### src/verilog/decode_cfg.svh
`ifndef DECODE_CFG_SVH
`define DECODE_CFG_SVH

// Datapath word
// PC shares this width
`define DATA_WIDTH 16

// Architectural registers
// ISA select fields stay 3 bits wide
`define NUM_REGS 8

// Return address target of JAL and JALR
`define LINK_REG 7

`endif
### src/verilog/decodePkg.sv
`include "decode_cfg.svh"

package decodePkg;

   //////////////////////////////
   // Vector types
   //////////////////////////////
   typedef logic [`DATA_WIDTH-1:0] wordT;
   typedef logic [2:0] regSelT;
   typedef logic [4:0] opcodeT;
   typedef logic [2:0] aluOperT;
   // Top bit marks a branch, low bits the condition
   typedef logic [2:0] brTypeT;
   typedef logic [1:0] twoSelT;

   //////////////////////////////
   // Opcodes
   //////////////////////////////
   localparam opcodeT opJ      = 5'b00100;
   localparam opcodeT opJr     = 5'b00101;
   localparam opcodeT opJal    = 5'b00110;
   localparam opcodeT opJalr   = 5'b00111;
   localparam opcodeT opAddi   = 5'b01000;
   localparam opcodeT opSubi   = 5'b01001;
   localparam opcodeT opXori   = 5'b01010;
   localparam opcodeT opAndni  = 5'b01011;
   localparam opcodeT opSt     = 5'b10000;
   localparam opcodeT opLd     = 5'b10001;
   localparam opcodeT opSlbi   = 5'b10010;
   localparam opcodeT opStu    = 5'b10011;
   localparam opcodeT opRoli   = 5'b10100;
   localparam opcodeT opSlli   = 5'b10101;
   localparam opcodeT opRori   = 5'b10110;
   localparam opcodeT opSrli   = 5'b10111;
   localparam opcodeT opLbi    = 5'b11000;
   localparam opcodeT opBtr    = 5'b11001;
   // Register-register shifts, func picks the kind
   localparam opcodeT opShiftR = 5'b11010;
   // ADD, SUB, XOR, ANDN by func
   localparam opcodeT opArithR = 5'b11011;
   localparam opcodeT opSeq    = 5'b11100;
   localparam opcodeT opSlt    = 5'b11101;
   localparam opcodeT opSle    = 5'b11110;
   localparam opcodeT opSco    = 5'b11111;

   // ALU operations, shifts occupy 000 to 011
   localparam aluOperT aluAdd = 3'b100;
   localparam aluOperT aluAnd = 3'b101;
   localparam aluOperT aluXor = 3'b111;

   //////////////////////////////
   // Bundles
   //////////////////////////////
   typedef struct packed {
      logic    immSrc;
      logic    aluJump;
      logic    memWrt;
      logic    memEn;
      logic    invA;
      logic    invB;
      logic    cin;
      logic    sign;
      logic    regWrt;
      brTypeT  brType;
      aluOperT oper;
      // 00 Rt, 01 imm5, 10 imm8, 11 slbi
      twoSelT  bSrc;
      // 00 bits 7:5, 01 bits 10:8, 10 bits 4:2, 11 link
      twoSelT  regDst;
      // 00 PC adder, 01 memory, 10 ALU, 11 B operand
      twoSelT  regSrc;
   } decodeCtrlT;

   // Writeback port into the register file
   typedef struct packed {
      logic   en;
      regSelT sel;
      wordT   data;
   } regWriteT;

   typedef struct packed {
      wordT       instr;
      wordT       pc;
      decodeCtrlT ctrl;
      wordT       r1;
      wordT       r2;
      wordT       imm5;
      wordT       imm8;
      wordT       imm11;
      wordT       slbi;
      regSelT     destReg;
      logic       destValid;
   } idExT;

endpackage

### src/verilog/decodeStage.sv
module decodeStage
   import decodePkg::*;
(
   input  logic     clk,
   input  logic     rstN,
   input  wordT     instrIn,
   input  wordT     pcIn,
   input  regWriteT regWrite,
   output idExT     idEx
);

   decodeCtrlT ctrl;
   wordT       r1;
   wordT       r2;
   wordT       imm5;
   wordT       imm8;
   wordT       imm11;
   wordT       slbi;
   regSelT     destReg;
   logic       destValid;
   idExT       idExNext;

   //////////////////////////////
   // Decode blocks
   //////////////////////////////
   controlDecoder u_controlDecoder (
      .opcode (instrIn[15:11]),
      .func   (instrIn[1:0]),
      .ctrl   (ctrl)
   );

   // Rs in bits 10:8, Rt in bits 7:5
   regFile u_regFile (
      .clk       (clk),
      .rstN      (rstN),
      .read1Sel  (instrIn[10:8]),
      .read2Sel  (instrIn[7:5]),
      .regWrite  (regWrite),
      .read1Data (r1),
      .read2Data (r2)
   );

   immExtender u_immExtender (
      .instr (instrIn),
      .r1    (r1),
      .imm5  (imm5),
      .imm8  (imm8),
      .imm11 (imm11),
      .slbi  (slbi)
   );

   // Feeds the hazard unit downstream
   destParser u_destParser (
      .instr     (instrIn),
      .destReg   (destReg),
      .destValid (destValid)
   );

   //////////////////////////////
   // ID/EX register
   //////////////////////////////
   always_comb begin
      idExNext.instr     = instrIn;
      idExNext.pc        = pcIn;
      idExNext.ctrl      = ctrl;
      idExNext.r1        = r1;
      idExNext.r2        = r2;
      idExNext.imm5      = imm5;
      idExNext.imm8      = imm8;
      idExNext.imm11     = imm11;
      idExNext.slbi      = slbi;
      idExNext.destReg   = destReg;
      idExNext.destValid = destValid;
   end

   // One instruction in, one out, every cycle
   always_ff @(posedge clk) begin
      if (!rstN) begin
         idEx <= '0;
      end else begin
         idEx <= idExNext;
      end
   end

   // Only STU both stores and writes back, into its base register
   aStoreWrites: assert property (@(posedge clk) disable iff (!rstN)
      (idEx.ctrl.memWrt && idEx.ctrl.regWrt)
         |-> ((idEx.instr[15:11] == opStu) && (idEx.destReg == idEx.instr[10:8])))
      else $error("memWrt with regWrt on opcode %b", idEx.instr[15:11]);

   // Hazard view agrees with the decoder writeback
   aDestMatch: assert property (@(posedge clk) disable iff (!rstN)
      idEx.destValid == idEx.ctrl.regWrt)
      else $error("destValid and regWrt differ on opcode %b", idEx.instr[15:11]);

endmodule

### src/verilog/destParser.sv
`include "decode_cfg.svh"

module destParser
   import decodePkg::*;
(
   input  wordT   instr,
   output regSelT destReg,
   output logic   destValid
);

   opcodeT opcode;

   assign opcode = instr[15:11];

   // Destination for the RAW check
   // nothing valid for stores, branches, J, JR and system ops
   always_comb begin
      destReg   = '0;
      destValid = 1'b0;
      case (opcode)
         // R-format, Rd in bits 4:2
         opShiftR, opArithR, opBtr, opSeq, opSlt, opSle, opSco: begin
            destReg   = instr[4:2];
            destValid = 1'b1;
         end
         // I-format, Rd in bits 7:5
         opAddi, opSubi, opXori, opAndni, opRoli, opSlli, opRori, opSrli, opLd: begin
            destReg   = instr[7:5];
            destValid = 1'b1;
         end
         // Rs field, STU updates its base register
         opLbi, opSlbi, opStu: begin
            destReg   = instr[10:8];
            destValid = 1'b1;
         end
         opJal, opJalr: begin
            destReg   = regSelT'(`LINK_REG);
            destValid = 1'b1;
         end
         default: begin
            destValid = 1'b0;
         end
      endcase
   end

endmodule

### src/verilog/immExtender.sv
module immExtender
   import decodePkg::*;
(
   input  wordT instr,
   input  wordT r1,
   output wordT imm5,
   output wordT imm8,
   output wordT imm11,
   output wordT slbi
);

   logic zeroExt;

   // Logical immediates, XORI and ANDNI
   assign zeroExt = (instr[15:11] == opXori) || (instr[15:11] == opAndni);

   // I-format field, bits 4:0
   assign imm5 = zeroExt ? wordT'(instr[4:0])
                         : wordT'(signed'(instr[4:0]));

   // LBI, branches, JR and JALR
   assign imm8 = zeroExt ? wordT'(instr[7:0])
                         : wordT'(signed'(instr[7:0]));

   // J and JAL displacement
   // always signed
   assign imm11 = wordT'(signed'(instr[10:0]));

   // Shift Rs left a byte, fill with the immediate
   assign slbi = {r1[7:0], instr[7:0]};

endmodule

### src/verilog/regFile.sv
`include "decode_cfg.svh"

module regFile
   import decodePkg::*;
(
   input  logic     clk,
   input  logic     rstN,
   input  regSelT   read1Sel,
   input  regSelT   read2Sel,
   input  regWriteT regWrite,
   output wordT     read1Data,
   output wordT     read2Data
);

   wordT regs [`NUM_REGS];

   logic hit1;
   logic hit2;

   //////////////////////////////
   // Storage
   //////////////////////////////
   // R0 is an ordinary register here
   always_ff @(posedge clk) begin
      if (!rstN) begin
         for (int i = 0; i < `NUM_REGS; i++) begin
            regs[i] <= '0;
         end
      end else if (regWrite.en) begin
         regs[regWrite.sel] <= regWrite.data;
      end
   end

   //////////////////////////////
   // Reads
   //////////////////////////////
   // Same-cycle writeback to the read register
   assign hit1 = regWrite.en && (regWrite.sel == read1Sel);
   assign hit2 = regWrite.en && (regWrite.sel == read2Sel);

   // Bypass so decode sees the value landing this edge
   assign read1Data = hit1 ? regWrite.data : regs[read1Sel];
   assign read2Data = hit2 ? regWrite.data : regs[read2Sel];

   // Writeback must name a real register
   aWrSelKnown: assert property (@(posedge clk) disable iff (!rstN)
      regWrite.en |-> !$isunknown(regWrite.sel))
      else $error("regFile write with unknown select");

endmodule

### src/verilog/controlDecoder.sv
module controlDecoder
   import decodePkg::*;
(
   input  opcodeT     opcode,
   input  logic [1:0] func,
   output decodeCtrlT ctrl
);

   // Opcode classes
   logic isHaltNop;
   logic isSys;
   logic isBranch;
   logic isAluImm;
   logic isShiftImm;
   logic isMemOp;
   logic isAluReg;
   logic isCompare;
   logic isCmpSub;
   logic isLinkJump;

   // HALT and NOP
   assign isHaltNop  = (opcode[4:1] == 4'b0000);
   // siic and RTI
   assign isSys      = (opcode[4:1] == 4'b0001);
   assign isBranch   = (opcode[4:2] == 3'b011);
   assign isAluImm   = (opcode[4:2] == 3'b010);
   assign isShiftImm = (opcode[4:2] == 3'b101);
   // ST, LD, SLBI and STU share this prefix
   assign isMemOp    = (opcode[4:2] == 3'b100);
   assign isAluReg   = (opcode == opShiftR) || (opcode == opArithR);
   assign isCompare  = (opcode[4:2] == 3'b111);
   // SCO only adds, it wants the carry out
   assign isCmpSub   = isCompare && (opcode != opSco);
   assign isLinkJump = (opcode == opJal) || (opcode == opJalr);

   // Low bits select ADD, SUB, XOR or ANDN
   // SUB reuses the adder with an inverted operand
   function automatic aluOperT arithOper(input logic [1:0] sel);
      case (sel)
         2'b10:   arithOper = aluXor;
         2'b11:   arithOper = aluAnd;
         default: arithOper = aluAdd;
      endcase
   endfunction

   always_comb begin
      ctrl = '0;

      //////////////////////////////
      // PC control
      //////////////////////////////
      // J and JAL, PC plus imm11
      ctrl.immSrc  = ({opcode[4:2], opcode[0]} == 4'b0010);
      // JR and JALR, target from ALU as Rs plus imm8
      ctrl.aluJump = ({opcode[4:2], opcode[0]} == 4'b0011);

      //////////////////////////////
      // Memory control
      //////////////////////////////
      // ST and STU have equal low opcode bits
      ctrl.memWrt = isMemOp && (opcode[1] == opcode[0]);
      // SLBI sits in this block but never reaches memory
      ctrl.memEn  = isMemOp && (opcode != opSlbi);

      //////////////////////////////
      // Writeback control
      //////////////////////////////
      ctrl.regWrt = !(isBranch || isHaltNop || isSys || (opcode == opJ)
                      || (opcode == opJr) || (opcode == opSt));

      if (isLinkJump) begin
         ctrl.regDst = 2'b11;
      end else if (opcode[4:3] == 2'b11 && opcode != opLbi) begin
         // R-format, BTR and compares write Rd in bits 4:2
         ctrl.regDst = 2'b10;
      end else if ((opcode == opLbi) || (opcode == opSlbi) || (opcode == opStu)
                   || (opcode == opSt)) begin
         ctrl.regDst = 2'b01;
      end else begin
         ctrl.regDst = 2'b00;
      end

      // LBI and SLBI take the B operand straight through
      if ((opcode == opLbi) || (opcode == opSlbi)) begin
         ctrl.regSrc = 2'b11;
      end else if (opcode == opLd) begin
         ctrl.regSrc = 2'b01;
      end else if (isHaltNop || isLinkJump) begin
         // Return address from the PC adder
         ctrl.regSrc = 2'b00;
      end else begin
         ctrl.regSrc = 2'b10;
      end

      //////////////////////////////
      // ALU control
      //////////////////////////////
      if (isHaltNop) begin
         // Idle ALU
         ctrl.oper = 3'b000;
      end else if (opcode == opArithR) begin
         ctrl.oper = arithOper(func);
      end else if (opcode == opShiftR) begin
         ctrl.oper = {1'b0, func};
      end else if (isShiftImm) begin
         ctrl.oper = {1'b0, opcode[1:0]};
      end else if (isAluImm) begin
         ctrl.oper = arithOper(opcode[1:0]);
      end else begin
         // Address math, branches and compares all add
         ctrl.oper = aluAdd;
      end

      // SUB and SUBI compute Rt - Rs
      ctrl.invA = ((opcode == opArithR) && (func == 2'b01)) || (opcode == opSubi);
      // ANDN, ANDNI, and Rs - Rt for compares
      ctrl.invB = ((opcode == opArithR) && (func == 2'b11)) || (opcode == opAndni)
                  || isCmpSub;
      // Plus one only when subtracting, AND ignores it
      ctrl.cin  = ctrl.invA || isCmpSub;

      if (isAluReg || isCompare || isHaltNop) begin
         ctrl.bSrc = 2'b00;
      end else if (isAluImm || isShiftImm || (isMemOp && (opcode != opSlbi))) begin
         ctrl.bSrc = 2'b01;
      end else if (opcode == opSlbi) begin
         ctrl.bSrc = 2'b11;
      end else begin
         ctrl.bSrc = 2'b10;
      end

      ctrl.brType = isBranch ? {1'b1, opcode[1:0]} : 3'b000;
      // Signed overflow matters everywhere but SCO
      ctrl.sign   = (opcode != opSco) && !isHaltNop;
   end

   // Decoder consistency
   always_comb begin
      // A store needs the memory enabled
      aMemWrtEn: assert final (!ctrl.memWrt || ctrl.memEn)
         else $error("memWrt without memEn for opcode %b", opcode);
      // One PC source at most
      aPcSrcOne: assert final (!(ctrl.immSrc && ctrl.aluJump))
         else $error("immSrc and aluJump both set for opcode %b", opcode);
   end

endmodule

### config.mk
export PLATFORM = sky130hd
export DESIGN_NAME = decodeStage
export DESIGN_NICKNAME = d
export VERILOG_FILES = /design/src/verilog/decodePkg.sv /design/src/verilog/decodeStage.sv /design/src/verilog/destParser.sv /design/src/verilog/immExtender.sv /design/src/verilog/regFile.sv /design/src/verilog/controlDecoder.sv
export VERILOG_INCLUDE_DIRS = /design/src /design/src/verilog
export SDC_FILE = /design/constraint.sdc
export NUM_CORES = 1
export LEC_CHECK = 0
export ABC_AREA = 1
export BUFFER_PORTS_ARGS = -buffer_cell sky130_fd_sc_hd__buf_2
export CELL_PAD_IN_SITES_DETAIL_PLACEMENT = 0
export CELL_PAD_IN_SITES_GLOBAL_PLACEMENT = 1
export CORE_MARGIN = 5
export CORE_UTILIZATION = 37
export DETAILED_ROUTE_END_ITERATION = 12
export GPL_TIMING_DRIVEN = 0
export PLACE_DENSITY_LB_ADDON = 0.1
export SYNTH_ARGS = -nofsm -noshare
export SYNTH_HDL_FRONTEND = slang
export SYNTH_SLANG_ARGS = --single-unit
### constraint.sdc
create_clock -name clk -period 1.7 [get_ports clk]
set_clock_uncertainty 0.15 [all_clocks]
set_input_delay 0.17 -clock clk [delete_from_list [all_inputs] [get_ports clk]]
set_output_delay 0.17 -clock clk [all_outputs]
set_load 0.01 [all_outputs]
# ---- After elaboration in Yosys (flattened, before gate mapping)
# Memory sizes are Yosys's and may differ from the RTL's. A register that Yosys moved wholly into a read port is not among the register bits.
# Index checks and enable logic that the tools add are counted.
dict set report totals {
  regBits 115
  ram_bits 128
  input_bits 54
  out_inout_bits 153
  memories 1
}
dict set report op_classes {
  eq_ne 43
  mux 25
  n_bitwise 1
  reduce_logical 43
}
# name depth word_bits read_ports rd_clocked_by_memory_dff wr line
set memory_table {}
lappend memory_table {u_regFile.regs 8 16 2 1 8 regFile.sv:15} ;# wordT regs [`NUM_REGS];
# cell count
set ops {}
lappend ops {{equality test 5 bit, second input constant} 16}
lappend ops {{2-to-1 mux 16 bit} 2}
lappend ops {{OR reduction 21 bit} 1}
lappend ops {{equality test 5 x 3 -> 1 bit, second input constant} 4}
lappend ops {{equality test 5 x 4 -> 1 bit, second input constant} 4}
lappend ops {{logical OR 1 bit} 20}
lappend ops {{OR reduction 16 bit} 1}
lappend ops {{2-to-1 mux 3 bit} 5}
lappend ops {{inequality test 5 bit, second input constant} 3}
lappend ops {{2-to-1 mux 2 bit} 6}
lappend ops {{case mux 3 bit (4 select lines)} 1}
lappend ops {{equality test 2 bit, second input constant} 5}
lappend ops {{equality test 3 bit, second input constant} 3}
lappend ops {{2-to-1 mux 1 bit} 9}
lappend ops {{OR reduction 9 bit} 1}
lappend ops {{equality test 4 x 2 -> 1 bit, second input constant} 2}
lappend ops {{logical AND 1 bit} 8}
lappend ops {{case mux 2 bit (2 select lines)} 2}
lappend ops {{OR reduction 2 bit} 4}
lappend ops {{OR reduction 7 bit} 1}
lappend ops {{equality test 3 x 2 -> 1 bit, second input constant} 2}
lappend ops {{OR reduction 3 bit} 2}
lappend ops {{equality test 4 x 1 -> 1 bit, second input constant} 1}
lappend ops {{logical NOT 4 bit} 1}
lappend ops {{6 further kinds} 8}

# ---- Longest topological paths before layout
# Gate-level depths: netlist of run 1.
dict set report logic_depth {
  ltp_word 7
  depth_mapped 10
  mapped_depth_nobuf 10
}

# ---- Hierarchy
# Synthesis of run 1 repeated with hierarchy kept, for this count alone.
dict set report hier_totals {
  cells_unflattened 1746
  area_unflattened_um2 13294.0
}
# module n_inst cells_per_inst area_per_inst_um2 seq_area_each_um2
set by_module_without_submodules {}
lappend by_module_without_submodules {regFile 1 1057 7776.2 3843.7}
lappend by_module_without_submodules {decodeStage 1 476 4349.2 3062.9}
lappend by_module_without_submodules {immExtender 1 69 494.2 0.0}
lappend by_module_without_submodules {controlDecoder 1 92 447.9 0.0}
lappend by_module_without_submodules {destParser 1 52 226.5 0.0}

# ---- Least setup slack after synthesis of run 1
# Ideal clock, no wire load.
dict set report synth_timing {
  path_type {input to register}
  startpoint {input rstN}
  endpoint {memory u_regFile.regs[1][0] (netlist name), enable pin}
  setup_ps 372
  arrival_time_ps 1304
  required_time_ps 1178
  setup_slack_ps -126
  stages 6
  cell_sequence {buf_2 > nand2_1 > nor2_2 > nand2_2 > buf_2 > nand2_1}
}
# item line
set synth_lines {}
lappend synth_lines {{from (decl)} decodeStage.sv:5} ;# input logic rstN,
lappend synth_lines {{to (decl)} regFile.sv:15}

==> metrics.md, run 1 <==
| Metric | Value |
|---|---|
| Final Wtd Congestion | `0.938` |
| Hold_sp | `rstN` |
| Diodes inserted | `0` |
| TritonCTS clock tree | `yes` |
| Syn Inst Count | `1268` |
| Final setup fails | `0` |
| # rows | `61` |
| Synth Area per Inst | `8.23 um2` |
| Reg area | `5670 um2` |
| Fin crit share | `95.5%` |
| R2R cell count | `6` |
| Startpoint types | `input port` |
| Area Overhead vs Synth | `27.1%` |
| Core area | `27900 um2` |
| Grt peak-use layer | `met2` |
| FF+latch count, synth | `219` |
| DRT antenna net count | `0` |
| Hold depth | `3` |
| Met3 Track Usage GR | `3.84%` |
| Clk buf depth | `3` |
| Vias/cell | `4.98` |
| Die X | `178 um` |
| Synthesis Warnings | `0` |
| Initial antenna violation count | `0` |
| DR iter-0 viols | `839` |
| Clk_lat worst skew | `0.53 ns` |
| GRT Resource Usage Total | `23.0%` |
| Most common cell after layout, fill and taps aside | `buf_2` |
| Met1 GRT Util | `31.1%` |
| Pins over their slew limit | `0` |
| WL per Instance | `19.5 um` |
| Max Fclk | `616 MHz` |
| Total routed wirelength | `37800 um` |
| Multi-input logic area | `3680 um2` |
| Headroom to the max-slew limit | `42.7%` |
| Setup crit start | `rstN` |
| Clock transition at path regs | `0.06 ns` |
| Mapped cell area | `10400 um2` |
| Met2 Usage GRT | `38.1%` |
| Tot Pwr | `13.3 mW` |
| CP top delay family | `simple AND/OR/NAND/NOR gates` |
| Chip Height | `178 um` |
| First-pass GRT wire length | `55100 um` |
| Setup TNS | `0 ns` |
| Worst VDD drop | `0.721 mV` |
| Slowest cell on crit path | `buf_2` |
| Pwr/cell area | `1000 nW/um2` |
| Arr. time, crit path | `1.67 ns` |
| CP required | `1.75 ns` |
| Detailed Place HPWL | `27400 um` |
| P_leak | `6.32 nW` |
| Input/output buffers | `203` |
| Final Hold Fails | `0` |
| Io pins | `207` |
| Crit. End Element | `flop` |
| DR pass1 iterations | `5` |
| Most common cell type on the critical path | `buf_2` |
| Critical R2R Launch | `u_regFile.regs[5][3]` |
| Die Area | `31700 um2` |
| Unrepaired setup endpoints after global routing | `false` |
| Layout cells sized above 1 | `24.1%` |
| Largest net degree at the start of global routing | `20` |
| Initial cell density of the core | `37.5%` |
| Worst path bufs/invs | `2` |
| Worst-path fanout max | `16` |
| Grt ovf | `0` |
| Post-route insts no fill | `1940` |
| Commonest cells after routing, fill and taps aside | `buf_2 (242), nand2_1 (237), nor2_1 (232), edfxtp_1 (128), nand3_1 (94)` |
| CTS sink count | `219` |
| Number of CTS-inserted buffers | `25` |
| Sequential element share of the synthesized area | `54.3%` |
| Worst hold path class | `in -> reg` |
| WS Path Type | `in -> reg` |
| Minimum clock period | `1.62 ns` |
| Nets | `1603` |
| Crit-path cells | `buf_2 > nand2_1 > nor2_2 > nand2_2 > buf_2 > nand2_4` |
| Slew of the pin with the lowest slew margin | `0.860 ns` |
| Vias | `9666` |
| Cells after DPL | `1849` |
| CTS HTree Levels | `1` |
| Slowest stage delay, CP | `0.29 ns` |
| Maxcap violations | `0` |
| Library cells used by synthesis | `29` |
| FILL cells | `2803` |
| WP depth | `6` |
| DRC Markers | `0` |
| Reg2reg setup slack | `0.26 ns` |
| Vias in the first global route | `9190` |
| Status | `finished clean` |
| Clock Root Buffer | `clkbuf_16` |
| Syn_nets | `1327` |
## state kept, by name (all words and copies together), names as in the netlist
name	flops
u_regFile.regs	128
idEx	91
## final timing paths
| path | to |
|---|---|
| worst max-delay path | u_regFile.regs[0][4] |
| worst min register to register | idEx[91] |
| worst max register to register | idEx[87] |
| worst min-delay path | idEx[108] |
## worst reg2reg max path, delay by kind of cell, from the launching register on
family | cells | cell delay (ns)
flip-flops | 1 | 0.39
AO/OA/AOI/OAI | 3 | 0.50
AND/OR/NAND/NOR | 3 | 0.29
## cell families (layout without fill, tap and decap cells)
family / count (synthesis) / after routing / synth area share (%)
AND/OR/NAND/NOR: 600 / 600 / 23.4
buffers and inverters: 232 / 526 / 11.2
flip-flops: 219 / 219 / 54.3
AO/OA/AOI/OAI: 211 / 211 / 10.5
adder cells (fa/ha/maj): 5 / 5 / 0.599
XOR/XNOR: 1 / 1 / 0.0839
## cells in the mapped netlist, drive strengths merged
cell / instances / area (um2)
a21oi: 74 / 370
a31oi: 11 / 68.8
buf: 107 / 701
clkbuf: 27 / 101
clkinv: 1 / 3.75
dfxtp: 91 / 1820
edfxtp: 128 / 3840
ha: 5 / 62.6
inv: 97 / 364
nand2: 254 / 976
nand3: 97 / 490
nand3b: 1 / 7.51
nand4: 3 / 18.8
nor2: 236 / 893
nor3: 5 / 30.0
nor4: 4 / 25.0
o211ai: 1 / 7.51
o21ai: 108 / 541
o22ai: 17 / 106
xnor2: 1 / 8.76
## layout make-up
type,count,area share (%)
sequential,219,42.7
multi-input combinational,817,27.7
timing repair buffer,250,11.2
buffer,133,6.03
clock buffer,41,5.84
tap,378,3.56
inverter,98,2.77
clock inverter,4,0.179
## routing by layer
layer / share of wire, % / vias up
li1: - / 4655
met1: 44 / 4542
met2: 46 / 410
met3: 7.8 / 59
met4: 2.3 / 0
met5: 0 / -
## per-stage QoR
stage	utilization (%)	hold slack, ns	cell area [um2]	setup slack (ns)
after detailed placement	42.8	0.207	11900	-1.35
after floorplan	-	0.0993	10400	-0.126
after global placement	42.8	0.201	11900	-1.39
final	47.6	0.0342	13300	0.0765
after CTS	47.5	0.00265	13200	0.0236
after global routing	47.6	0.0161	13300	0.00132
## repair_timing
item | CTS | global route
buffers inserted | 0 | 0
endpoints found under the hold margin | 145 | 0
setup endpoints to repair | 128 | 61
hold buffers | 47 | 0
resized for setup | 13 | 9
## power breakdown
part           total [mW]  internal [mW]  switching (mW)
Sequential           6.11           5.95           0.152
Clock                5.26           3.10            2.17
Combinational        1.94          0.699            1.24
Total                13.3           9.75            3.56
(Power assumes the default switching activity.)
==> run 2, diff against run 1 <==
==> constraint.sdc (replaced) <==
create_clock -name clk -period 1.7 [get_ports clk]
set_clock_uncertainty 0.15 [all_clocks]
set_input_delay 0.34 -clock clk [delete_from_list [all_inputs] [get_ports clk]]
set_output_delay 0.34 -clock clk [all_outputs]
set_load 0.01 [all_outputs]
==> metrics.md, run 2 (synthesis results as in run 1) <==
| Metric | Value |
|---|---|
| Status | `finished clean` |
| Core area | `27900 um2` |
| CP required | `2.01 ns` |
| Final Wtd Congestion | `0.871` |
| Die X | `178 um` |
| Vias in the first global route | `9147` |
| Vias | `9614` |
| Final setup fails | `0` |
| WL per Instance | `19.5 um` |
| Most common cell after layout, fill and taps aside | `nand2_1` |
| Clk buf depth | `3` |
| Fin crit share | `97.1%` |
| Hold_sp | `regWrite[8]` |
| RR Endpoint | `idEx[87]` |
| Regs by FF count | `u_regFile.regs (128), idEx (91)` |
| TritonCTS clock tree | `yes` |
| Vias/cell | `4.97` |
| Layout cells sized above 1 | `24.7%` |
| First-pass GRT wire length | `55200 um` |
| Crit. End Element | `flop` |
| DRT antenna net count | `0` |
| Placed cell areas | `12000 um2` |
| Initial antenna violation count | `0` |
| Initial cell density of the core | `37.5%` |
| Input/output buffers | `203` |
| Minimum clock period | `1.65 ns` |
| P_leak | `6.34 nW` |
| Cells after DPL | `1849` |
| Die Area | `31700 um2` |
| Clock Root Buffer | `clkbuf_16` |
| DR pass1 iterations | `5` |
| # rows | `61` |
| Largest reg by FF count | `u_regFile.regs` |
| Headroom to the max-slew limit | `41.3%` |
| Sw frac | `26.1%` |
| Pint | `10.2 mW` |
| Max reg flops | `128` |
| R2R cell count | `6` |
| Grt ovf | `0` |
| Reg2reg setup slack | `0.26 ns` |
| WS Path Type | `in -> reg` |
| Clk_lat worst skew | `0.54 ns` |
| CTS HTree Levels | `1` |
| Worst VDD drop | `0.752 mV` |
| Detailed Place HPWL | `27300 um` |
| Hold depth | `3` |
| Startpoint types | `input port` |
| Nets | `1598` |
| Final instance area | `13400 um2` |
| Clock power frac | `41.9%` |
| DRC Markers | `0` |
| Pwr/cell area | `1040 nW/um2` |
| GRT Resource Usage Total | `23.1%` |
| Setup Fix Bufs, Post-CTS | `0` |
| Critical R2R Launch | `u_regFile.regs[5][3]` |
| Worst-path fanout max | `10` |
| Clock transition at path regs | `0.06 ns` |
| Post-route insts no fill | `1935` |
| Final Hold Fails | `0` |
| Min-Delay Endpoint | `idEx[76]` |
| Number of CTS-inserted buffers | `26` |
| Diodes inserted | `0` |
| Maxcap violations | `0` |
| Chip Height | `178 um` |
| Io pins | `207` |
| Comb pwr share | `14.0%` |
| CTS sink count | `219` |
| Seq pwr share | `44.1%` |
| Unrepaired setup endpoints after global routing | `true` |
| Max Fclk | `606 MHz` |
| Total routed wirelength | `37800 um` |
| Area Overhead vs Synth | `28.0%` |
| Worst hold path class | `in -> reg` |
| Commonest cells after routing, fill and taps aside | `nand2_1 (236), buf_2 (235), nor2_1 (233), edfxtp_1 (128), nand3_1 (96)` |
| Pins over their slew limit | `0` |
| Slew of the pin with the lowest slew margin | `0.880 ns` |
| Largest net degree at the start of global routing | `17` |
| Arr. time, crit path | `1.96 ns` |
| Net load switching power | `3.62 mW` |
| DR iter-0 viols | `961` |
run 2: final cells by class:
type	instances	area, um2
flip-flops and latches	219	5680
repair buffers	243	1430
clock inverters	11	136
multi-input cells	817	3710
inverters	98	368
clock buffers	35	761
fillers	2784	14500
well taps	378	473
plain buffers	134	812
run 2: worst max-delay path by stage:
stage,startpoint,to
final,instrIn[7],idEx[71]
after global routing,idEx[57],idEx[65]
after global placement,rstN,u_regFile.regs[1][2]
after floorplan,rstN,u_regFile.regs[1][0]
after CTS,rstN,u_regFile.regs[2][4]
after detailed placement,rstN,u_regFile.regs[1][4]
run 2: metal layers:
layer / global-route usage [%] / up-vias / wire [um] / share of wire [%]
li1: - / 4653 / - / -
met4: 7.38 / 0 / 1160 / 3.1
met1: 32.1 / 4448 / 16300 / 43
met2: 37.2 / 442 / 17200 / 46
met3: 3.33 / 71 / 3100 / 8.2
met5: 0 / - / 0 / 0
run 2: metrics by stage:
stage          setup WS, ns  utilization, %  hold slack, ns  TNS [ns]  power (mW)
6_report             0.0496            48.0          0.0455         0        13.9
5_1_grt            -0.00167            48.0          0.0620  -0.00329        14.4
4_1_cts             -0.0324            47.8          0.0151    -0.859        14.0
3_5_place_dp         -0.871            43.1           0.373   -141.07        8.05
3_3_place_gp         -0.916            43.1           0.370   -144.42        8.04
2_1_floorplan       -0.0305               -           0.269     -3.89        7.26
run 2: power by group through the flow:
stage,clock network (mW),registers (mW),logic [mW]
after CTS,5.93,6.11,1.92
final,5.80,6.11,1.94
after detailed placement,0,6.22,1.83
after floorplan,0,6.26,1.00
after global placement,0,6.21,1.83
after global routing,6.12,6.15,2.12
run 2: worst max-delay path, cell delays in order:
cell and delay [ns]:
buf_2 0.09, buf_2 0.24, buf_1 0.70, nand3_1 0.27, nand2_1 0.14, nor2_1 0.06
nor2_1 0.10
run 2: repair_timing:
item                                    4_1_cts  5_1_grt
hold buffers                                 40        0
endpoints found under the setup margin      152      149
gates resized for setup                       8       16
endpoints found under the hold margin        61        0
